File: src/verilog/rasterPkg.sv
// Pixel rate and raster control for the colour output stage.
// The pixel rate is a fixed 48 MHz / 8 = 6 MHz.
`default_nettype none

package rasterPkg;

	// Master clocks per pixel
	localparam int pixelDivide = 8;
	localparam int pixelCountWidth = $clog2(pixelDivide);

	// ==================================================
	// Raster control levels
	// ==================================================
	// All are levels held for at least one pixel period
	typedef struct packed {
		// High while the horizontal blank is active
		logic hBlankIn;
		// Low during vertical blank
		logic vDisplay;
		// Halves every channel
		logic shadow;
		// Low blacks out the picture
		logic videoEn;
	} rasterCtl;

endpackage

`default_nettype wire

File: src/verilog/pixelTiming.sv
// Pixel clock enable and blanking delays for the colour output stage.
// cePixel is a one-clock pulse every 8 master clocks, first on the 8th
// clock after reset. hBlank lags its input by two pixel enables and
// vBlank lags the inverted vertical input by one.
`timescale 1ns/1ps
`default_nettype none

module pixelTiming (
	input wire logic CLK_48M,
	input wire logic nRESET,
	input wire rasterPkg::rasterCtl raster,
	output logic cePixel,
	output logic hBlank,
	output logic vBlank
);

	logic [rasterPkg::pixelCountWidth-1:0] count;
	logic hStage;

	// ==================================================
	// Pixel enable divider
	// ==================================================
	always_ff @(posedge CLK_48M) begin
		if (!nRESET) begin
			count <= '0;
		end else if (cePixel) begin
			count <= '0;
		end else begin
			count <= count + 1'b1;
		end
	end

	// Last clock of the pixel period
	assign cePixel = (count == rasterPkg::pixelDivide - 1);

	// ==================================================
	// Blanking delay lines
	// ==================================================
	// Horizontal blank goes through two stages to match the
	// palette read plus the colour register
	always_ff @(posedge CLK_48M) begin
		if (!nRESET) begin
			hStage <= 1'b0;
			hBlank <= 1'b0;
		end else if (cePixel) begin
			hStage <= raster.hBlankIn;
			hBlank <= hStage;
		end
	end

	// Vertical input is active low, one stage only
	always_ff @(posedge CLK_48M) begin
		if (!nRESET) begin
			vBlank <= 1'b0;
		end else if (cePixel) begin
			vBlank <= ~raster.vDisplay;
		end
	end

endmodule

`default_nettype wire

File: config.mk
export PLATFORM = sky130hd
export DESIGN_NAME = pixelTiming
export DESIGN_NICKNAME = d
export VERILOG_FILES = /design/src/verilog/rasterPkg.sv /design/src/verilog/pixelTiming.sv
export SDC_FILE = /design/constraint.sdc
export NUM_CORES = 1
export LEC_CHECK = 0
export BUFFER_PORTS_ARGS = -buffer_cell sky130_fd_sc_hd__buf_2
export CAP_MARGIN = 20
export CORE_AREA = 2 2 39 41
export CTS_CLUSTER_SIZE = 30
export DETAILED_ROUTE_END_ITERATION = 7
export DIE_AREA = 0 0 41 43
export GPL_ROUTABILITY_DRIVEN = 1
export SLEW_MARGIN = 10
export SYNTH_ARGS = -nofsm -noshare
export SYNTH_HDL_FRONTEND = slang
export SYNTH_SLANG_ARGS = --single-unit
export TNS_END_PERCENT = 30
File: constraint.sdc
create_clock -name CLK_48M -period 2 [get_ports CLK_48M]
set_input_delay 0.2 -clock CLK_48M [delete_from_list [all_inputs] [get_ports CLK_48M]]
set_output_delay 0.2 -clock CLK_48M [all_outputs]
set_load 0.05 [all_outputs]
# ---- After elaboration in Yosys (flattened, before gate mapping)
# Index checks and enable logic that the tools add are counted.
dict set report classes {
  add_sub_neg 1
  n_eq_ne 1
  bitwise 2
  n_reduce_logical 1
}
# op n
set ops {}
lappend ops {{$add 3x1->3 const B} 1}
lappend ops {{$eq 3x3->1 const B} 1}
lappend ops {{$not 1->1} 2}
lappend ops {{$reduce_or 2->1} 1}
dict set report totals {
  reg_bits 6
  in_bits 6
  wordCells 9
}

# ---- Logic depth before layout (Yosys ltp)
# Gate-level depths: netlist (run 1).
dict set report logic_depth {
  depth_word 2
  depth_mapped 5
  ltp_nobuf 4
}

# ---- Worst setup path after synthesis (run 1)
# OpenSTA, ideal clock, no wires.
dict set report synth_path {
  path_kind {register to output}
  start {reg count[0] (netlist bit)}
  end {out cePixel}
  t_arrival_ns 0.923
  path_slack_ns 0.877
  stages_incl_launch_ff 3
  n_path_buf 0
  cell_sequence {dfxtp_1 ha_1 ha_1}
}
dict set report synth_between {
  elab_chain_cells 1
}
# item line_no
set synth_lines {}
lappend synth_lines {{start, declared} pixelTiming.sv:17} ;# logic [rasterPkg::pixelCountWidth-1:0] count;
lappend synth_lines {{start signal, assigned} pixelTiming.sv:29} ;# count <= count + 1'b1;
lappend synth_lines {{$eq 3x3->1} pixelTiming.sv:34} ;# assign cePixel = (count == rasterPkg::pixelDivide - 1);
lappend synth_lines {{end, declared} pixelTiming.sv:12} ;# output logic cePixel,
# No other way between the ends.

# ---- Final worst setup path (run 1)
# Same ends and word-level chain as after synthesis.

==> results_dict.tcl, run 1 <==
set metrics [dict create \
    synth-seq-cells 6 \
    postCtsSetupBuffers 0 \
    area_occupied_by_registers_um2 120 \
    max_slew.worst_pin.slew_ns 0.249 \
    cts_num_sinks 6 \
    num-nets-final 38 \
    postRouteAntennaNets 0 \
    cpPeakStageDelay_ns 0.31 \
    power.static_leakage_nw 0.151 \
    clock_latency_ns 0.23 \
    placementRows 14 \
    synthCells 19 \
    arrival_ns 1.13 \
    tritoncts "built" \
    dpl_cell_area_um2 282 \
    startpoint_type "flip-flop" \
    ir_drop_worst_vdd_uv 431 \
    final_area_um2 304 \
    flow.area_growth_from_synthesis_pct 25.3 \
    die_area_um2 1760 \
    power.density_cell_area_nw_per_um2 813 \
    synth_sequential_area_ratio 0.495 \
    clock_skew_ns 0.000831 \
    chip_height_um 43 \
    power.total_mw 0.247 \
    timing.max_slew.rel_slack 0.834 \
    cts_inserted_buffers 3 \
    fin_crit_sh 0.667 \
    crit_chain "ha_1 > ha_1 > buf_2" \
    grt_max_degree 8 \
    detailed_route_via_count 152 \
    io_buffers 6 \
    grt_overflow_total 0 \
    antenna_found_initial 0 \
    min_setup_slack_post_route_ns 0.667 \
    final-setup-viol-count 0 \
    critPathBufInv 1 \
    drv_slew 0 \
    hold_viol_final 0 \
    final_period_minus_worst_setup_slack_ns 1.33 \
    slowest_library_cell_on_the_worst_path "dfxtp_1" \
    drt-pass1-iter-count 2 \
    cts-htree-levels 1 \
    wirelength_um 340 \
    run_status "completed" \
    end_kind "output pin" \
    dp_slack_ns 0.783 \
    clk_slew_on_worst_s_h_paths_ns 0.04 \
    path_class "reg -> out" \
    fin_setup_tns_ns 0 \
    clock_path_buffers 2 \
    synth.net_count 28 \
    worst-path-max-fanout 2 \
    cpMostUsedCell "ha_1" \
    min_path_type "in -> reg" \
    first_global_vias 145 \
    number_of_distinct_library_cells_after_synthesis 9 \
    cell_area_after_synthesis_um2 243 \
    wl_per_cell_um 7.91 \
    num_antenna_cells 0 \
    grt_setup_unrepaired "no" \
    number_of_ports_placed_on_the_die_boundary 9 \
    dp_cells 40 \
    coreArea_um2 1380 \
    most-common-layout-cells "dfxtp_1 (6), buf_2 (6), ha_1 (3), clkbuf_4 (3)" \
    starting_density_of_the_core 0.175 \
    max_freq_ghz 0.750 \
    critPathRequiredTime_ns 1.80 \
    path_delay_family "adder cells" \
    cts_hold_buf 0 \
    detail_route.drc_violations 0 \
    clk_root_buffer_cell "clkbuf_4" \
    fill_cells 156 \
    grt_pass1_wl_um 627 \
    detail_route.vias_per_cell 3.53 \
    finalWeightedCongestion 0.646 \
    syn_area_per_cell_um2 12.8 \
    grtUsageTotal 0.0563 \
    number_of_max_cap_violations 0 \
    drt_iter0_markers 1 \
    final_layout_size_suffix_gt1_frac 0.407 \
    fin_cells 43 \
    die_w_um 41 \
    yosysWarningCount 0 \
    multiInputGateArea_um2 111 \
    post_cts_resize_count 0 \
]
[cell families (layout without fill, tap and decap cells)]
family	count (synthesis)	after routing	share of synthesized area
compound gates	1	1	0.0412
buf+inv	1	9	0.0464
flops	6	6	0.495
fa+ha+maj	3	3	0.155
simple gates	6	6	0.180
mux	2	2	0.0825
[area by class of cell]
type                            count  area share
Clock buffer                        3      0.0741
Multi-Input combinational cell     12       0.366
Sequential cell                     6       0.395
Tap cell                           16      0.0658
Timing Repair Buffer                6      0.0988
[metal layers]
layer | share of wire | GRT usage
met3 | 0.082 | 0.0628
met2 | 0.36 | 0.0594
met5 | 0 | 0
met1 | 0.55 | 0.0809
met4 | 0 | 0
[sequential cells by signal, summed over array words and instances (netlist names)]
register and cells:
count 3, hBlank 1, hStage 1, vBlank 1
[where the power goes]
part | switching (mW) | internal [mW]
clock | 0.0378 | 0.0675
combinational | 0.00595 | 0.00807
sequential | 0.00240 | 0.126
[path summary, 6_finish.rpt]
| check | from | to | slack (ns) | cells after the start |
|---|---|---|---|---|
| worst min-delay path | raster[3] | hStage$_SDFFE_PN0N_ | 0.23 | 3 |
| worst max register to register | count[0]$_SDFF_PP0_ | hBlank$_SDFFE_PN0N_ | 0.81 | 4 |
| worst max-delay path | count[0]$_SDFF_PP0_ | cePixel | 0.67 | 3 |
| worst min register to register | count[0]$_SDFF_PP0_ | count[0]$_SDFF_PP0_ | 0.43 | 1 |
[synthesized netlist by cell type]
master | instances | area share
ha_1 | 3 | 0.15
nand2_1 | 1 | 0.015
buf_6 | 1 | 0.046
dfxtp_1 | 6 | 0.49
nor3b_1 | 1 | 0.031
nor2b_1 | 2 | 0.052
mux2i_1 | 2 | 0.082
o211a_1 | 1 | 0.041
and3b_2 | 2 | 0.082
[per-stage QoR]
| step | hold WS [ns] | util |
|---|---|---|
| after detailed placement | 0.432 | 0.203 |
| after global placement | 0.422 | 0.203 |
| after CTS | 0.222 | 0.220 |
| after floorplan | 0.328 | - |
| final | 0.228 | 0.220 |
| after global routing | 0.247 | 0.220 |
[worst min-delay path: cells and delay by family]
kind                   cells  cell delay (ns)
buffers and inverters      1             0.08
muxes                      1             0.06
and+or+nand+nor            1             0.09
No activity file was read; power rests on OpenSTA's default activity.
==> run 2, diff against run 1 <==
clock period = 1.3 ns   (was 2 ns; I/O delays follow)
==> run 2 against run 1 <==
Die area is the same. Core utilization grew 0.63 points. Non-clock buffer count is the same. Final cell count is the same. Combinational power grew 59%. Wire length shrank 0.29%. Critical endpoint unchanged. Largest power group unchanged.
==> results_dict.tcl, run 2 (same netlist as run 1, synthesis figures left out) <==
set metrics [dict create \
    run_status "completed" \
    finalWeightedCongestion 0.646 \
    flow.area_growth_from_synthesis_pct 28.9 \
    timing.hold.worst_endpoint "hStage$_SDFFE_PN0N_" \
    most-common-layout-cells "dfxtp_1 (6), buf_2 (5), clkbuf_4 (3)" \
    first_global_vias 145 \
    wirelength_um 339 \
    clk_slew_on_worst_s_h_paths_ns 0.04 \
    startpoint_type "flip-flop" \
    detail_route.drc_violations 0 \
    coreArea_um2 1380 \
    power.total_mw 0.381 \
    grt_max_degree 8 \
    wl_per_cell_um 7.88 \
    cts-htree-levels 1 \
    cts_num_sinks 6 \
    dpl_cell_area_um2 282 \
    final_layout_size_suffix_gt1_frac 0.444 \
    dp_slack_ns 0.0832 \
    final_common_cell "dfxtp_1" \
    postRouteAntennaNets 0 \
    cpMostUsedCell "ha_1" \
    grtUsageTotal 0.0563 \
    drt-pass1-iter-count 2 \
    power_switching_share 0.187 \
    fin_crit_sh 0.947 \
    number_of_max_cap_violations 0 \
    clk_root_buffer_cell "clkbuf_4" \
    slowest_library_cell_on_the_worst_path "dfxtp_1" \
    reg2reg_to "hBlank$_SDFFE_PN0N_" \
    arrival_ns 1.10 \
    dp_cells 40 \
    final_period_minus_worst_setup_slack_ns 1.23 \
    setup.reg_to_reg.worst_slack_ns 0.17 \
    chip_height_um 43 \
    register_bank_with_the_most_flops "count" \
    number_of_ports_placed_on_the_die_boundary 9 \
    num_antenna_cells 0 \
    starting_density_of_the_core 0.175 \
    grt_setup_unrepaired "no" \
    fin_setup_tns_ns 0 \
    detailed_route_via_count 152 \
    timing.hold.worst_path_depth 3 \
    num-nets-final 38 \
    power.sequential.fraction 0.517 \
    drv_slew 0 \
    worst-path-max-fanout 2 \
    min_setup_slack_post_route_ns 0.0687 \
    fin_cells 43 \
    detail_route.vias_per_cell 3.53 \
    clock_skew_ns 0.000831 \
    hold_viol_final 0 \
    fill_cells 154 \
    grt_pass1_wl_um 627 \
    final-setup-viol-count 0 \
    placementRows 14 \
    cpPeakStageDelay_ns 0.31 \
    die_w_um 41 \
    intPower_mw 0.310 \
    power.static_leakage_nw 0.148 \
    end_kind "output pin" \
    final_area_um2 313 \
    pwr-share-comb 0.058 \
    crit_chain "ha_1 > ha_1 > buf_6" \
    die_area_um2 1760 \
    io_buffers 6 \
    ir_drop_worst_vdd_uv 663 \
    min_path_type "in -> reg" \
    max_freq_ghz 0.812 \
    grt_overflow_total 0 \
    hold_start "raster[3]" \
    reg2reg_from "count[0]$_SDFF_PP0_" \
    critPathRequiredTime_ns 1.17 \
    clock_path_buffers 2 \
    tritoncts "built" \
    largest_reg_flops 3 \
    drt_iter0_markers 1 \
    r2r_cells 4 \
    clock_latency_ns 0.23 \
    max_slew.worst_pin.slew_ns 0.251 \
    switching_component_of_the_power_mw 0.0712 \
    cts_inserted_buffers 3 \
    timing.max_slew.rel_slack 0.834 \
    antenna_found_initial 0 \
    power.density_cell_area_nw_per_um2 1220 \
    path_class "reg -> out" \
    power.share.clock 0.425 \
]
[run 2: cell counts in the layout (fill, tap and decap cells not counted)]
Identical to the previous run, type by type.
[run 2: metal layers]
metal | share of wire | global-route usage
met3 | 0.077 | 0.0628
met1 | 0.55 | 0.0809
met2 | 0.36 | 0.0594
met4 | 0 | 0
met5 | 0 | 0
[run 2: timing repair]
item	in CTS	in global routing
gates resized for setup	0	4
buffers inserted	0	0
endpoints found under the setup margin	0	3
hold buffers	0	0
[run 2: how the worst max path moves through the flow]
stage,from,endpoint,slack [ns],depth (start not counted)
final,count[0]$_SDFF_PP0_,cePixel,0.07,3
after global routing,count[0]$_SDFF_PP0_,cePixel,0.008,3
after CTS,count[0]$_SDFF_PP0_,cePixel,0.01,3
after detailed placement,count[0]$_SDFF_PP0_,hBlank$_SDFFE_PN0N_,0.08,4
after global placement,count[0]$_SDFF_PP0_,hBlank$_SDFFE_PN0N_,0.11,4
after floorplan,count[0]$_SDFF_PP0_,vBlank$_SDFFE_PN0N_,0.20,4
[run 2: area by class of cell]
class	count	area, um2	share of cell area
clock buffers	3	22.5	0.0720
well taps	16	20.0	0.0640
flip-flops and latches	6	120	0.384
repair buffers	6	36.3	0.116
multi-input cells	12	114	0.364
[run 2: critical path, delay by kind of cell (launching register included)]
family / cells / cell delay [ns]
DFF: 1 / 0.31
buffers and inverters: 1 / 0.15
adders and majority gates: 2 / 0.41
[run 2: power groups by stage]
stage                     combinational [mW]  clock [mW]  sequential [mW]
after floorplan                       0.0133           0            0.200
after global placement                0.0215           0            0.200
after detailed placement              0.0224           0            0.200
after CTS                             0.0225       0.173            0.197
after global routing                  0.0262       0.184            0.197
final                                 0.0222       0.162            0.197
[run 2: through the flow]
stage               utilization  hold WS (ns)
floorplan                     -         0.258
global route              0.226         0.177
global placement          0.203         0.392
finish                    0.226         0.158
detailed placement        0.203         0.405
CTS                       0.220         0.152
==> run 3, diff against run 2 <==
CELL_PAD_IN_SITES_DETAIL_PLACEMENT = 2   (was default)
CELL_PAD_IN_SITES_GLOBAL_PLACEMENT = 2   (was default)
PLACE_DENSITY_LB_ADDON = 0.1   (was default)
==> run 3 against run 2 <==
Global-route usage is 0.21 points higher. Die area stayed put. Final cell count is the same.
==> results_dict.tcl, run 3 (same netlist as run 1, synthesis figures left out) <==
set metrics [dict create \
    run_status "completed" \
    detailed_route_via_count 163 \
    num-nets-final 38 \
    max_freq_ghz 0.808 \
    placementRows 14 \
    antenna_found_initial 0 \
    num_antenna_cells 0 \
    r2r_cells 4 \
    fill_cells 155 \
    drt_iter0_markers 0 \
    starting_density_of_the_core 0.175 \
    reg2reg_from "count[0]$_SDFF_PP0_" \
    detail_route.vias_per_cell 3.79 \
    finalWeightedCongestion 0.582 \
    final_period_minus_worst_setup_slack_ns 1.24 \
    register_bank_with_the_most_flops "count" \
    critPathRequiredTime_ns 1.17 \
    flow.area_growth_from_synthesis_pct 28.9 \
    dp_slack_ns 0.0339 \
    drt-pass1-iter-count 1 \
    tritoncts "built" \
    timing.max_slew.rel_slack 0.833 \
    clock_skew_ns 0.00411 \
    area_occupied_by_registers_um2 120 \
    min_path_type "in -> reg" \
    final_common_cell "dfxtp_1" \
    end_kind "output pin" \
    worst-path-max-fanout 2 \
    postCtsSetupBuffers 0 \
    grt_overflow_total 0 \
    largest_reg_flops 3 \
    final_layout_size_suffix_gt1_frac 0.444 \
    min_setup_slack_post_route_ns 0.0630 \
    multiInputGateArea_um2 114 \
    number_of_ports_placed_on_the_die_boundary 9 \
    most-common-layout-cells "dfxtp_1 (6), buf_2 (5), clkbuf_4 (3)" \
    power.density_cell_area_nw_per_um2 1220 \
    clock_path_buffers 2 \
    grt_max_degree 8 \
    cts_num_sinks 6 \
    max_slew.worst_pin.slew_ns 0.252 \
    final-setup-viol-count 0 \
    finalHoldWorstSlack_ns 0.158 \
    startpoint_type "flip-flop" \
    coreArea_um2 1380 \
    wirelength_um 393 \
    path_class "reg -> out" \
    detail_route.drc_violations 0 \
    clk_slew_on_worst_s_h_paths_ns 0.04 \
    number_of_max_cap_violations 0 \
    io_buffers 6 \
    reg2reg_to "hBlank$_SDFFE_PN0N_" \
    chip_height_um 43 \
    die_area_um2 1760 \
    postRouteAntennaNets 0 \
    arrival_ns 1.11 \
    timing.hold.worst_endpoint "vBlank$_SDFFE_PN0N_" \
    fin_crit_sh 0.952 \
    grt_pass1_wl_um 662 \
    cts_inserted_buffers 3 \
    cts-htree-levels 1 \
    die_w_um 41 \
    grtUsageTotal 0.0585 \
    setup.reg_to_reg.worst_slack_ns 0.15 \
    first_global_vias 171 \
    ir_drop_worst_vdd_uv 480 \
    clock_latency_ns 0.23 \
    grt_setup_unrepaired "no" \
    hold_start "raster[2]" \
    drv_slew 0 \
    timing.hold.worst_path_depth 3 \
    place.detailed.hpwl_um 321 \
    wl_per_cell_um 9.14 \
    fin_setup_tns_ns 0 \
    hold_viol_final 0 \
    clk_root_buffer_cell "clkbuf_4" \
    power.static_leakage_nw 0.148 \
]
==> run 3: how the worst max path moves through the flow <==
| stage | start | depth (start not counted) | endpoint | slack, ns |
|---|---|---|---|---|
| final | count[0]$_SDFF_PP0_ | 3 | cePixel | 0.06 |
| after global routing | count[0]$_SDFF_PP0_ | 3 | cePixel | 0.009 |
| after detailed placement | count[0]$_SDFF_PP0_ | 4 | hBlank$_SDFFE_PN0N_ | 0.03 |
| after global placement | count[0]$_SDFF_PP0_ | 4 | hStage$_SDFFE_PN0N_ | 0.1 |
| after floorplan | count[0]$_SDFF_PP0_ | 4 | vBlank$_SDFFE_PN0N_ | 0.20 |
| after CTS | count[0]$_SDFF_PP0_ | 3 | cePixel | 0.02 |
==> run 3: worst max-delay path: stages (launching register included) <==
cell	delay (ns)
dfxtp_1	0.31
ha_1	0.22
ha_1	0.20
buf_6	0.15
==> run 3: what timing repair did <==
| item | 4_1_cts | 5_1_grt |
|---|---|---|
| gates resized for setup | 1 | 2 |
| setup endpoints to repair | 1 | 3 |
| hold buffers | 0 | 0 |
| pin swaps | 0 | 0 |
| gates cloned | 0 | 0 |
==> run 3: layout make-up <==
cell class | count | share of cell area
well taps | 16 | 0.0640
repair buffers | 6 | 0.116
clock buffers | 3 | 0.0720
multi-input cells | 12 | 0.364
flip-flops and latches | 6 | 0.384
==> run 3: per-layer routing <==
layer	part of all wire	track usage	up-vias
met3	0.053	0.0314	0
met1	0.47	0.0814	75
met4	0	0.0400	0
li1	-	-	83
met5	0	0	-
met2	0.48	0.0656	5
==> run 3: through the flow <==
stage	instances	power (mW)	area, um2	utilization
final	43	0.383	313	0.226
after global routing	43	0.406	313	0.226
after CTS	43	0.391	307	0.222
after detailed placement	40	0.224	282	0.203
after global placement	40	0.221	282	0.203
after floorplan	19	0.213	243	-
==> run 3: power breakdown <==
group	switching, mW	internal [mW]
sequential	0.00367	0.193
clock	0.0590	0.104
combinational	0.00988	0.0132
total	0.0725	0.310
