**src/verilog/rasterPkg.sv**
```systemverilog
// Pixel rate and raster control for the colour output stage.
// The pixel rate is a fixed 48 MHz / 8 = 6 MHz.
`default_nettype none

package rasterPkg;

	// Master clocks per pixel
	localparam int pixelDivide = 8;
	localparam int pixelCountWidth = $clog2(pixelDivide);

	// ==================================================
	// Raster control levels
	// ==================================================
	// All are levels held for at least one pixel period
	typedef struct packed {
		// High while the horizontal blank is active
		logic hBlankIn;
		// Low during vertical blank
		logic vDisplay;
		// Halves every channel
		logic shadow;
		// Low blacks out the picture
		logic videoEn;
	} rasterCtl;

endpackage

`default_nettype wire

```
**src/verilog/colourPkg.sv**
```systemverilog
// Palette word layout and RGB output types for the colour output stage.
// The 16-bit word format is fixed by the console hardware and cannot be
// resized. Channels come out as 8 bits, widened from a 6-bit step.
`default_nettype none

package colourPkg;

	// ==================================================
	// Sizes
	// ==================================================
	localparam int palAddrWidth = 12;
	localparam int palBanks = 2;

	// 4-bit field, 6-bit step after the low bit, 8-bit output
	localparam int fieldWidth = 4;
	localparam int stepWidth = 6;
	localparam int chanWidth = 8;

	// ==================================================
	// Palette word
	// ==================================================
	// Bit 15 is dark, 14..12 hold the low bits for R, G and B
	typedef struct packed {
		logic dark;
		logic redLow;
		logic greenLow;
		logic blueLow;
		logic [fieldWidth-1:0] red;
		logic [fieldWidth-1:0] green;
		logic [fieldWidth-1:0] blue;
	} palColour;

	// The CPU sees a plain word, the video side sees the colour fields
	typedef union packed {
		logic [15:0] raw;
		palColour colour;
	} palWord;

	// One-cycle write strobe with bank, index and data
	typedef struct packed {
		logic strobe;
		logic bank;
		logic [palAddrWidth-1:0] addr;
		palWord data;
	} palWrite;

	typedef struct packed {
		logic [chanWidth-1:0] red;
		logic [chanWidth-1:0] green;
		logic [chanWidth-1:0] blue;
	} rgbPixel;

endpackage

`default_nettype wire
```
**src/verilog/colourConvert.sv**
```systemverilog
// Expands a palette word into registered 8-bit RGB.
// The word must already reflect the index of the previous clock; the
// result is taken on each pixel enable. Dark removes one 6-bit step,
// clamped at zero. Shadow halves, video enable low forces black.
`timescale 1ns/1ps
`default_nettype none

module colourConvert (
	input wire logic CLK_48M,
	input wire logic nRESET,
	input wire logic cePixel,
	input wire colourPkg::palWord word,
	input wire rasterPkg::rasterCtl raster,
	output colourPkg::rgbPixel pixel
);

	colourPkg::rgbPixel next;

	// 6-bit step is field, low bit, then the field's top bit again
	function automatic logic [colourPkg::chanWidth-1:0] expand(
		input logic [colourPkg::fieldWidth-1:0] field,
		input logic low,
		input logic dark,
		input logic shadow
	);
		logic [colourPkg::stepWidth:0] step;
		logic [colourPkg::chanWidth-1:0] full;
		step = {1'b0, field, low, field[colourPkg::fieldWidth-1]} - dark;
		// Borrow out of the top means the step went below zero
		if (step[colourPkg::stepWidth]) begin
			full = '0;
		end else begin
			full = {step[colourPkg::stepWidth-1:0], step[4:3]};
		end
		if (shadow) begin
			expand = {1'b0, full[colourPkg::chanWidth-1:1]};
		end else begin
			expand = full;
		end
	endfunction

	// ==================================================
	// Channel decode
	// ==================================================
	always_comb begin
		next.red = expand(word.colour.red, word.colour.redLow,
			word.colour.dark, raster.shadow);
		next.green = expand(word.colour.green, word.colour.greenLow,
			word.colour.dark, raster.shadow);
		next.blue = expand(word.colour.blue, word.colour.blueLow,
			word.colour.dark, raster.shadow);
	end

	// ==================================================
	// Output register
	// ==================================================
	always_ff @(posedge CLK_48M) begin
		if (!nRESET) begin
			pixel <= '0;
		end else if (cePixel) begin
			// Screen blackout
			if (!raster.videoEn) begin
				pixel <= '0;
			end else begin
				pixel <= next;
			end
		end
	end

endmodule

`default_nettype wire

```
**config.mk**
```make
export PLATFORM = sky130hd
export DESIGN_NAME = colourConvert
export DESIGN_NICKNAME = d
export VERILOG_FILES = /design/src/verilog/rasterPkg.sv /design/src/verilog/colourPkg.sv /design/src/verilog/colourConvert.sv
export SDC_FILE = /design/constraint.sdc
export NUM_CORES = 1
export LEC_CHECK = 0
export BUFFER_PORTS_ARGS = -buffer_cell sky130_fd_sc_hd__buf_2
export CORE_ASPECT_RATIO = 1.1
export CORE_UTILIZATION = 53
export DETAILED_ROUTE_END_ITERATION = 10
export PLACE_DENSITY = 0.84
export SYNTH_ARGS = -nofsm -noshare
export SYNTH_HDL_FRONTEND = slang
export SYNTH_SLANG_ARGS = --single-unit
```
**constraint.sdc**
```tcl
create_clock -name CLK_48M -period 6.1 [get_ports CLK_48M]
set_clock_uncertainty 0.15 [all_clocks]
set_input_delay 1.525 -clock CLK_48M [delete_from_list [all_inputs] [get_ports CLK_48M]]
set_output_delay 1.525 -clock CLK_48M [all_outputs]
set_load 0.02 [all_outputs]
```
; After elaboration in Yosys (flattened, before gate mapping)
; Cells that the tools add are included.
[word_totals]
inputBits = 23
ff_bits = 24
elab_cells = 13
[classes]
add_sub_neg = 3
mux = 7
[ops]
columns = cell, n
row1 = two-way mux 8 bit, 6
row2 = two-way mux 24 bit, 1
row3 = subtractor 6 x 1 -> 7 bit, 3

; Depth between registers and ports, before layout
; Gate-level depths: netlist of run 1.
[logic_depth]
word_depth = 4
depth_mapped = 7

; Worst setup path after synthesis of run 1
; OpenSTA, ideal clock, no wires.
[synth_path]
kind = input-to-reg
from = input word[11] (netlist name)
to = register pixel[17] (netlist name)
path_stages = 7
path_slack_ps = 3040
arrival_time_ps = 2793
setup_ps = 117
cell_sequence = inv_1 > ha_1 > ha_1 > nand2b_2 > or2_0 > a211o_1 > a32o_1
[synth_between]
elab_chain_len = 4
[synth_rtl]
columns = element, line
row1 = "start, declared", colourConvert.sv:12  ; input wire colourPkg::palWord word,
row2 = subtractor 6 x 1 -> 7 bit, colourConvert.sv:28  ; step = {1'b0, field, low, field[colourPkg::fieldWidth-1]} - dark;
row3 = two-way mux 8 bit, colourConvert.sv:30  ; if (step[colourPkg::stepWidth]) begin
row4 = two-way mux 8 bit, colourConvert.sv:35  ; if (shadow) begin
row5 = two-way mux 24 bit, colourConvert.sv:62  ; if (!raster.videoEn) begin
row6 = "end signal, assigned", colourConvert.sv:65  ; pixel <= next;
row7 = "end, declared", colourConvert.sv:14  ; output colourPkg::rgbPixel pixel
; No other way between the ends.
; A chain may end at the register's enable or synchronous reset.

; Worst setup path in the final report of run 1
; Ends and elaborated chain as after synthesis.

==> flow_metrics.env, run 1 <==
export IMPL_status="finished, final reports clean"
export IMPL_path_buf_inv=2
export IMPL_cts_path_max_buffers=2
export IMPL_drt_wl_total_um=3090
export IMPL_synthXorXnorAreaFrac_pct=2.61
export IMPL_reg_top3="pixel: 21 flops"
export IMPL_clkLatencyLatePin_ns=0.30
export IMPL_regMostFlops="pixel"
export IMPL_cts_tree="done"
export IMPL_grt_pass1_vias=1170
export IMPL_via_per_inst=5.79
export IMPL_synth_fa_ha_area_share_pct=5.59
export IMPL_wire_per_inst_um=13.5
export IMPL_hold_viol=0
export IMPL_cp_data_required_time_ns=6.16
export IMPL_swShare_pct=30.4
export IMPL_hold_depth=2
export IMPL_cts_made_buffers=3
export IMPL_min_path_type="reg -> reg"
export IMPL_cts_resized=0
export IMPL_gp_congestion=0.920
export IMPL_p_seq_share_pct=51.3
export IMPL_n_antenna_cell=0
export IMPL_grt_max_degree=19
export IMPL_yosysWarningCount=0
export IMPL_ys_flop_type="dfxtp_1"
export IMPL_io_pins=47
export IMPL_cpLargestDelayFamily="compound AO/OA/AOI/OAI gates"
export IMPL_power_leakage_uw=0.000713
export IMPL_synth_top_family_by_area="simple AND/OR/NAND/NOR gates"
export IMPL_ys_seq_area_share_pct=31.3
export IMPL_ir_worst_vdd_v=0.000126
export IMPL_max_stage_delay_ns=0.30
export IMPL_avgSynthCellArea_sq_um=8.45
export IMPL_rsz0062_at_grt="false"
export IMPL_syn_nets=188
export IMPL_regArea_sq_um=420
export IMPL_p_comb_share_pct=25.0
export IMPL_layout_drive_gt1_share_pct=27.8
export IMPL_drt_first_pass_iters=4
export IMPL_postRouteAntennaNets=0
export IMPL_clkTransAtPathRegs_ns=0.11
export IMPL_ys_top_cells_by_area="dfxtp_1 31%, ha_1 5.6%, mux2i_1 4.5%"
export IMPL_tightest_slew_ns=0.672
export IMPL_start_kind="primary input"
export IMPL_finalPower_uw=285
export IMPL_power_density_nw_per_um2=180
export IMPL_min_period_over_period_pct=50.0
export IMPL_multi_input_area_sq_um=827
export IMPL_cts_sinks=21
export IMPL_setup_viol=0
export IMPL_maxSlewViolCount=0
export IMPL_end_kind="flip-flop"
export IMPL_largest_reg_flops=21
export IMPL_synth_seq_cells=21
export IMPL_io_buffers=44
export IMPL_intPower_uw=198
export IMPL_worstSetupPathType="in -> reg"
export IMPL_max_freq_ghz=0.328
export IMPL_synth_edff_count=0
export IMPL_antenna_found_initial=0
export IMPL_vias=1320
export IMPL_dieArea_sq_um=2740
export IMPL_core_sq_um=2320
export IMPL_maxCapViolCount=0
export IMPL_p_switching_uw=86.8
export IMPL_dieWidth_um=50.0
export IMPL_hpwlAfterDp_um=2450
export IMPL_drtIter0Drc=17
export IMPL_drc=0
export IMPL_cts_setup_buffers=0
export IMPL_path_depth=8
export IMPL_grt_overflow=0
export IMPL_die_y_um=54.8
export IMPL_yosys_cell_count_top_type="dfxtp_1"
export IMPL_grt_use_total_pct=24.0
export IMPL_min_period_ns=3.05
export IMPL_cp_arrival_ns=3.10
export IMPL_syn_inst=159
export IMPL_synth_simple_area_share_pct=24.5
export IMPL_ctsHoldBuffers=0
export IMPL_synth_top_area_cell="dfxtp_1"
export IMPL_grt_pass1_wl_um=4950
export IMPL_power_clock_fraction_pct=23.7
export IMPL_totalNegativeSetupSlack_ns=0
export IMPL_synth_compound_gate_area_share_pct=22.7
export IMPL_critPathSlowestCell="ha_1"
export IMPL_ff2ff_path_depth=3
export IMPL_syn_to_final_growth_pct=17.6
export IMPL_timing_slew_headroom_pct=55.1
export IMPL_cts_root_buf="clkbuf_4"
export IMPL_finalNetCount=228
export IMPL_start_util_pct=57.9
export IMPL_cp_cell_sequence="buf_2 > inv_1 > ha_1 > ha_1 > nand2b_2 > or2_0 > a211o_1 > a32o_1"
export IMPL_synthTopCellsByCount="21 x dfxtp_1, 13 x inv_1, 11 x nand2_1, 7 x nor2_1, 7 x nor3_1"
export IMPL_rows=18
export IMPL_syn_area_sq_um=1340
export IMPL_htreeDepth=1
export IMPL_yosysUniqueCellTypes=46
export IMPL_hold_ws_ns=0.297
export IMPL_crit_top_cell="ha_1"
export IMPL_critPathMaxFanout=6
export IMPL_synth_mux_area_share_pct=6.15
export IMPL_yosysTopAreaCellShare_pct=31.3
export IMPL_async_reset_ff_share_pct=0
export IMPL_nFillCells=200
==> cell usage in the layout (no fill, tap or decap), types with 2 or more instances in the layout <==
cell type	instances
a21boi_0	2
a21oi_1	4
a31o_2	2
a31oi_1	2
a32o_1	2
and2_1	3
and3_1	2
buf_2	44
clkbuf_4	3
dfxtp_1	21
ha_1	6
inv_1	13
mux2_2	2
mux2i_1	6
nand2_1	11
nand2b_1	2
nand3b_1	2
nor2_1	7
nor2b_1	6
nor3_1	7
nor3b_1	3
o211ai_1	3
o21a_1	6
o21ai_0	5
o221ai_1	2
o22ai_1	4
o32ai_1	5
o41ai_1	2
or2_0	2
xnor2_1	2
xor2_1	2
==> cells by family (layout without fill, tap and decap cells) <==
family | after synthesis | in the layout
AO/OA/AOI/OAI | 42 | 42
multiplexers | 8 | 8
XOR/XNOR | 4 | 4
AND/OR/NAND/NOR | 56 | 56
flip-flops | 21 | 21
adder cells (fa/ha/maj) | 6 | 6
buffers and inverters | 22 | 61
==> area by class of cell <==
type	instances	area share, %
clock buffer	4	1.66
multi-input combinational	116	52.3
tap	30	2.38
inverter	13	3.09
sequential	21	26.6
timing repair buffer	44	13.9
==> power groups by stage <==
stage	sequential, uW	clock (uW)	combinational (uW)
final	146	67.5	71.3
after global routing	147	75.0	77.8
after CTS	146	70.1	70.9
after detailed placement	150	0	70.6
after global placement	149	0	68.3
after floorplan	157	0	38.6
==> metrics by stage <==
step | utilization, % | area (sq um) | cells | worst slack, ns
5_1_grt | 68.1 | 1580 | 228 | 3.00
4_1_cts | 68.1 | 1580 | 228 | 3.07
3_3_place_gp | 67.0 | 1550 | 224 | 2.83
2_1_floorplan | - | 1340 | 159 | 3.04
3_5_place_dp | 67.0 | 1550 | 224 | 2.75
6_report | 68.1 | 1580 | 228 | 3.05
==> worst min-delay path: cells and delay by family (launching register included) <==
family           cells  cell delay [ns]
DFF                  1             0.33
and+or+nand+nor      2             0.09
==> final timing paths <==
path	to	from	slack, ns
max	pixel[17]	word[11]	3.05
min	pixel[19]	pixel[19]	0.30
min reg2reg	pixel[19]	pixel[19]	0.30
max reg2reg	pixel[14]	pixel[14]	5.18
==> routing by layer <==
metal	share of wire, %	vias to the layer above	global-route usage [%]
met5	0	-	0
met4	0.49	0	9.52
met3	5.2	2	4.72
met2	50	40	46.2
met1	44	622	26.0
li1	-	656	-
Note: power is estimated with default switching activity, not from simulation.
==> run 2: changes to the inputs <==
ABC_AREA = 1   (was not set)
CORE_UTILIZATION = 50   (was 53)
PLACE_DENSITY = 0.79   (was 0.84)
clock period = 2.99 ns   (was 6.1 ns; I/O delays follow)
==> flow_metrics.env, run 2 <==
export IMPL_grt_overflow=0
export IMPL_crit_top_cell="nor2_1"
export IMPL_timing_slew_headroom_pct=59.2
export IMPL_postRouteAntennaNets=0
export IMPL_worstSetupPathType="in -> reg"
export IMPL_power_leakage_uw=0.000934
export IMPL_maxCapViolCount=0
export IMPL_cts_sinks=21
export IMPL_syn_nets=256
export IMPL_critPathMaxFanout=7
export IMPL_cpLargestDelayFamily="simple AND/OR/NAND/NOR gates"
export IMPL_n_antenna_cell=0
export IMPL_io_pins=47
export IMPL_cts_setup_buffers=0
export IMPL_avgSynthCellArea_sq_um=6.16
export IMPL_syn_inst=227
export IMPL_grtUsageMet2_pct=39.2
export IMPL_yosysUniqueCellTypes=22
export IMPL_cp_data_required_time_ns=3.03
export IMPL_ys_top_cells_by_area="dfxtp_1 30%, nand2_1 17%, nand3_1 10%"
export IMPL_start_kind="primary input"
export IMPL_setup_viol=0
export IMPL_pre_cts_slack_ns=0.678
export IMPL_cts_path_max_buffers=2
export IMPL_layout_drive_gt1_share_pct=21.1
export IMPL_regMostFlops="pixel"
export IMPL_critPathSlowestCell="ha_1"
export IMPL_antenna_found_initial=0
export IMPL_final_common_cell="nand2_1"
export IMPL_r2r_setup_slack_ns=2.04
export IMPL_min_path_type="reg -> reg"
export IMPL_wire_per_inst_um=10.4
export IMPL_vias=1489
export IMPL_die_y_um=57.5
export IMPL_power_density_nw_per_um2=358
export IMPL_timing_rr_end="pixel[5]"
export IMPL_grt_pass1_wl_um=5270
export IMPL_cts_made_buffers=3
export IMPL_largest_reg_flops=21
export IMPL_syn_to_final_growth_pct=16.1
export IMPL_dieArea_sq_um=3010
export IMPL_status="finished, final reports clean"
export IMPL_ys_seq_area_share_pct=30.1
export IMPL_synth_edff_count=0
export IMPL_finalNetCount=296
export IMPL_r2r_start="pixel[5]"
export IMPL_grt_use_total_pct=22.7
export IMPL_rsz0062_at_grt="false"
export IMPL_dieWidth_um=52.4
export IMPL_via_per_inst=5.01
export IMPL_cts_root_buf="clkbuf_4"
export IMPL_finalPower_uw=582
export IMPL_ir_worst_vdd_v=0.000279
export IMPL_clkLatencyLatePin_ns=0.31
export IMPL_yosysTopAreaCellShare_pct=30.1
export IMPL_ctsHoldBuffers=0
export IMPL_clkTransAtPathRegs_ns=0.11
export IMPL_min_period_ns=2.03
export IMPL_synthTopCellsByCount="65 x nand2_1, 35 x inv_1, 28 x nand3_1, 24 x nor2_1, 21 x dfxtp_1"
export IMPL_fin_ws_ns=0.963
export IMPL_use_met3_pct=4.00
export IMPL_end_kind="flip-flop"
export IMPL_synth_seq_cells=21
export IMPL_cp_cell_sequence="buf_2 > inv_1 > ha_1 > ha_1 > inv_1 > nor2_1 > nand3_2 > nand3_1 > nor2_1 > nor2_1 > nor2_1"
export IMPL_grt_max_degree=22
export IMPL_start_util_pct=54.5
export IMPL_io_buffers=44
export IMPL_hold_depth=2
export IMPL_min_delay_start="pixel[23]"
export IMPL_reg_top3="pixel: 21 flops"
export IMPL_crit_start="word[7]"
export IMPL_async_reset_ff_share_pct=0
export IMPL_ys_flop_type="dfxtp_1"
export IMPL_mostFrequentLayoutCells="65 x nand2_1, 44 x buf_2, 35 x inv_1"
export IMPL_syn_area_sq_um=1400
export IMPL_max_stage_delay_ns=0.20
export IMPL_yosys_cell_count_top_type="nand2_1"
export IMPL_maxSlewViolCount=0
export IMPL_rows=19
export IMPL_min_period_over_period_pct=67.8
export IMPL_hpwlAfterDp_um=2380
export IMPL_cp_arrival_ns=2.07
export IMPL_core_sq_um=2570
export IMPL_synth_top_area_cell="dfxtp_1"
export IMPL_whs_endpoint="pixel[23]"
export IMPL_hold_ws_ns=0.323
export IMPL_grt_pass1_vias=1305
export IMPL_hold_viol=0
export IMPL_drtIter0Drc=20
export IMPL_yosysWarningCount=0
export IMPL_drc=0
export IMPL_busiest_layer="met2"
export IMPL_tightest_slew_ns=0.612
export IMPL_drt_wl_total_um=3090
export IMPL_cts_tree="done"
export IMPL_drt_first_pass_iters=4
export IMPL_gp_congestion=0.863
export IMPL_max_freq_ghz=0.493
export IMPL_use_met1_pct=28.2
export IMPL_ff2ff_path_depth=3
export IMPL_cts_resized=0
export IMPL_htreeDepth=1
export IMPL_totalNegativeSetupSlack_ns=0
export IMPL_path_buf_inv=3
-- run 2: worst register-to-register path, cell delays in order (launching register included) --
cell and delay, ns:
dfxtp_1 0.35, nand2_1 0.07, a21boi_0 0.19, a21oi_1 0.08
-- run 2: worst max path at each step --
stage	endpoint	slack (ns)	cells after the start
after detailed placement	pixel[13]	0.68	11
after global placement	pixel[13]	0.68	11
after floorplan	pixel[13]	0.95	10
after CTS	pixel[13]	0.99	11
after global routing	pixel[3]	0.86	11
final	pixel[13]	0.96	11
-- run 2: power by group --
group	total (uW)	switching, uW	internal, uW
sequential	300	6.71	293
clock	139	89.3	50.0
combinational	143	93.3	49.4
-- run 2: through the flow --
| step | util [%] | cells | area [sq um] |
|---|---|---|---|
| 5_1_grt | 63.3 | 297 | 1620 |
| 4_1_cts | 63.3 | 297 | 1620 |
| 3_5_place_dp | 62.2 | 293 | 1600 |
| 3_3_place_gp | 62.2 | 293 | 1600 |
| 2_1_floorplan | - | 227 | 1400 |
| 6_report | 63.3 | 297 | 1620 |
-- run 2: cell families (layout without fill, tap and decap cells) --
kind of cell,Yosys count,after routing,synth area share [%]
buffers and inverters,45,84,14.0
AND/OR/NAND/NOR,127,127,39.4
XOR/XNOR,2,2,1.25
AO/OA/AOI/OAI,26,26,9.93
flip-flops,21,21,30.1
adder cells (fa/ha/maj),6,6,5.37
-- run 2: cell type report --
| class | count | area (sq um) |
|---|---|---|
| Clock buffer | 3 | 22.5 |
| Clock inverter | 1 | 5.00 |
| Fill cell | 272 | 943 |
| Inverter | 36 | 135 |
| Multi-Input combinational cell | 161 | 782 |
| Sequential cell | 21 | 420 |
| Tap cell | 31 | 38.8 |
| Timing Repair Buffer | 44 | 220 |
-- run 2: per-layer routing --
layer / wire (um) / part of all wire, %
met2: 1510 / 49
met3: 169 / 5.5
met1: 1390 / 45
met5: 0 / 0
met4: 18 / 0.58
==> run 3: changes to the inputs <==
ABC_AREA = 0   (was 1)
CORE_UTILIZATION = 49   (was 50)
clock period = 1.9 ns   (was 2.99 ns; I/O delays follow)
==> flow_metrics.env, run 3 (synthesis results as in run 1) <==
export IMPL_status="finished, final reports clean"
export IMPL_critPathMaxFanout=3
export IMPL_start_util_pct=52.8
export IMPL_p_seq_share_pct=49.9
export IMPL_die_y_um=56.9
export IMPL_hold_viol=0
export IMPL_postRouteAntennaNets=0
export IMPL_setup_viol=0
export IMPL_layoutNonFillerInstCount=241
export IMPL_drt_first_pass_iters=4
export IMPL_min_period_over_period_pct=93.5
export IMPL_htreeDepth=1
export IMPL_intPower_uw=650
export IMPL_cts_tree="done"
export IMPL_hold_ws_ns=0.299
export IMPL_timing_slew_headroom_pct=69.2
export IMPL_hold_depth=2
export IMPL_start_kind="primary input"
export IMPL_drt_wl_total_um=3320
export IMPL_max_stage_delay_ns=0.32
export IMPL_grt_pass1_vias=1236
export IMPL_ff2ff_path_depth=3
export IMPL_via_per_inst=5.61
export IMPL_maxCapViolCount=0
export IMPL_wire_per_inst_um=13.8
export IMPL_io_pins=47
export IMPL_dieArea_sq_um=2960
export IMPL_regMostFlops="pixel"
export IMPL_rows=19
export IMPL_min_delay_start="pixel[19]"
export IMPL_p_switching_uw=293
export IMPL_swShare_pct=31.1
export IMPL_mostFrequentLayoutCells="44 x buf_2, 21 x dfxtp_1, 12 x inv_1, 12 x buf_4, 11 x nand2_1"
export IMPL_clkTransAtPathRegs_ns=0.12
export IMPL_cts_made_buffers=3
export IMPL_numPlacedInstances=237
export IMPL_finalNetCount=240
export IMPL_grt_overflow=0
export IMPL_cts_path_max_buffers=2
export IMPL_layout_drive_gt1_share_pct=34.3
export IMPL_r2r_start="pixel[14]"
export IMPL_power_leakage_uw=0.000777
export IMPL_grt_pass1_wl_um=5480
export IMPL_min_period_ns=1.78
export IMPL_clkLatencyLatePin_ns=0.30
export IMPL_p_comb_share_pct=26.7
export IMPL_antenna_found_initial=0
export IMPL_drtIter0Drc=26
export IMPL_n_antenna_cell=0
export IMPL_tightest_slew_ns=0.457
export IMPL_grt_use_total_pct=24.4
export IMPL_largest_reg_flops=21
export IMPL_min_path_type="reg -> reg"
export IMPL_hpwlAfterDp_um=2590
export IMPL_vias=1352
export IMPL_drc=0
export IMPL_cts_root_buf="clkbuf_4"
export IMPL_cp_arrival_ns=1.84
export IMPL_rsz0062_at_grt="false"
export IMPL_gp_congestion=0.872
export IMPL_final_common_cell="buf_2"
export IMPL_worstSetupPathType="in -> reg"
export IMPL_reg_top3="pixel: 21 flops"
export IMPL_cp_data_required_time_ns=1.96
export IMPL_ctsHoldBuffers=0
export IMPL_maxSlewViolCount=0
export IMPL_cp_cell_sequence="buf_2 > inv_1 > ha_1 > ha_1 > nor3b_2 > mux2i_1 > o32ai_1 > o21a_1"
export IMPL_critPathSlowestCell="mux2i_1"
export IMPL_power_density_nw_per_um2=555
export IMPL_power_clock_fraction_pct=23.4
export IMPL_cts_setup_buffers=0
export IMPL_crit_top_cell="ha_1"
export IMPL_max_freq_ghz=0.563
export IMPL_crit_start="word[7]"
export IMPL_dieWidth_um=51.9
export IMPL_cts_resized=0
export IMPL_io_buffers=44
export IMPL_syn_to_final_growth_pct=26.4
export IMPL_cts_sinks=21
export IMPL_ir_worst_vdd_v=0.000520
export IMPL_grt_max_degree=17
export IMPL_end_kind="flip-flop"
export IMPL_core_sq_um=2540
==> run 3: cell type report <==
cell class / count / area, sq um
inverters: 13 / 48.8
fillers: 213 / 846
flip-flops and latches: 21 / 420
multi-input cells: 116 / 852
repair buffers: 56 / 310
clock inverters: 1 / 5.00
clock buffers: 3 / 22.5
well taps: 31 / 38.8
==> run 3: critical path, delay by kind of cell <==
kind / cells / cell delay, ns
and+or+nand+nor: 1 / 0.19
buffers and inverters: 2 / 0.18
muxes: 1 / 0.32
AOI/OAI and AO/OA: 2 / 0.35
adders and majority gates: 2 / 0.32
==> run 3: path summary, 6_finish.rpt <==
kind                     to  slack [ns]
setup / recovery   pixel[9]        0.12
hold / removal    pixel[19]        0.30
setup reg to reg  pixel[14]        0.96
hold reg to reg   pixel[19]        0.30
==> run 3: per-stage QoR <==
step	instance area [sq um]	worst slack, ns	setup TNS, ns	util (%)	power [uW]
floorplan	1370	0.000299	0	-	634
global placement	1670	-0.184	-1.91	65.7	720
detailed placement	1670	-0.202	-2.31	65.7	729
CTS	1700	0.117	0	66.7	944
global route	1700	0.0319	0	66.7	995
finish	1700	0.124	0	66.7	943
==> run 3: metal layers <==
layer  global-route usage, %  up-vias  share of wire [%]
met5                       0        -                  0
met1                    29.1      634                 44
met4                    9.27        0                1.8
met3                    3.52        6                3.6
met2                    42.9       32                 51
li1                        -      680                  -
==> run 3: power by group through the flow <==
| stage | sequential, uW | combinational (uW) | clock, uW |
|---|---|---|---|
| after global placement | 479 | 241 | 0 |
| after floorplan | 506 | 129 | 0 |
| after CTS | 471 | 250 | 223 |
| final | 471 | 251 | 221 |
| after detailed placement | 481 | 248 | 0 |
| after global routing | 474 | 274 | 248 |
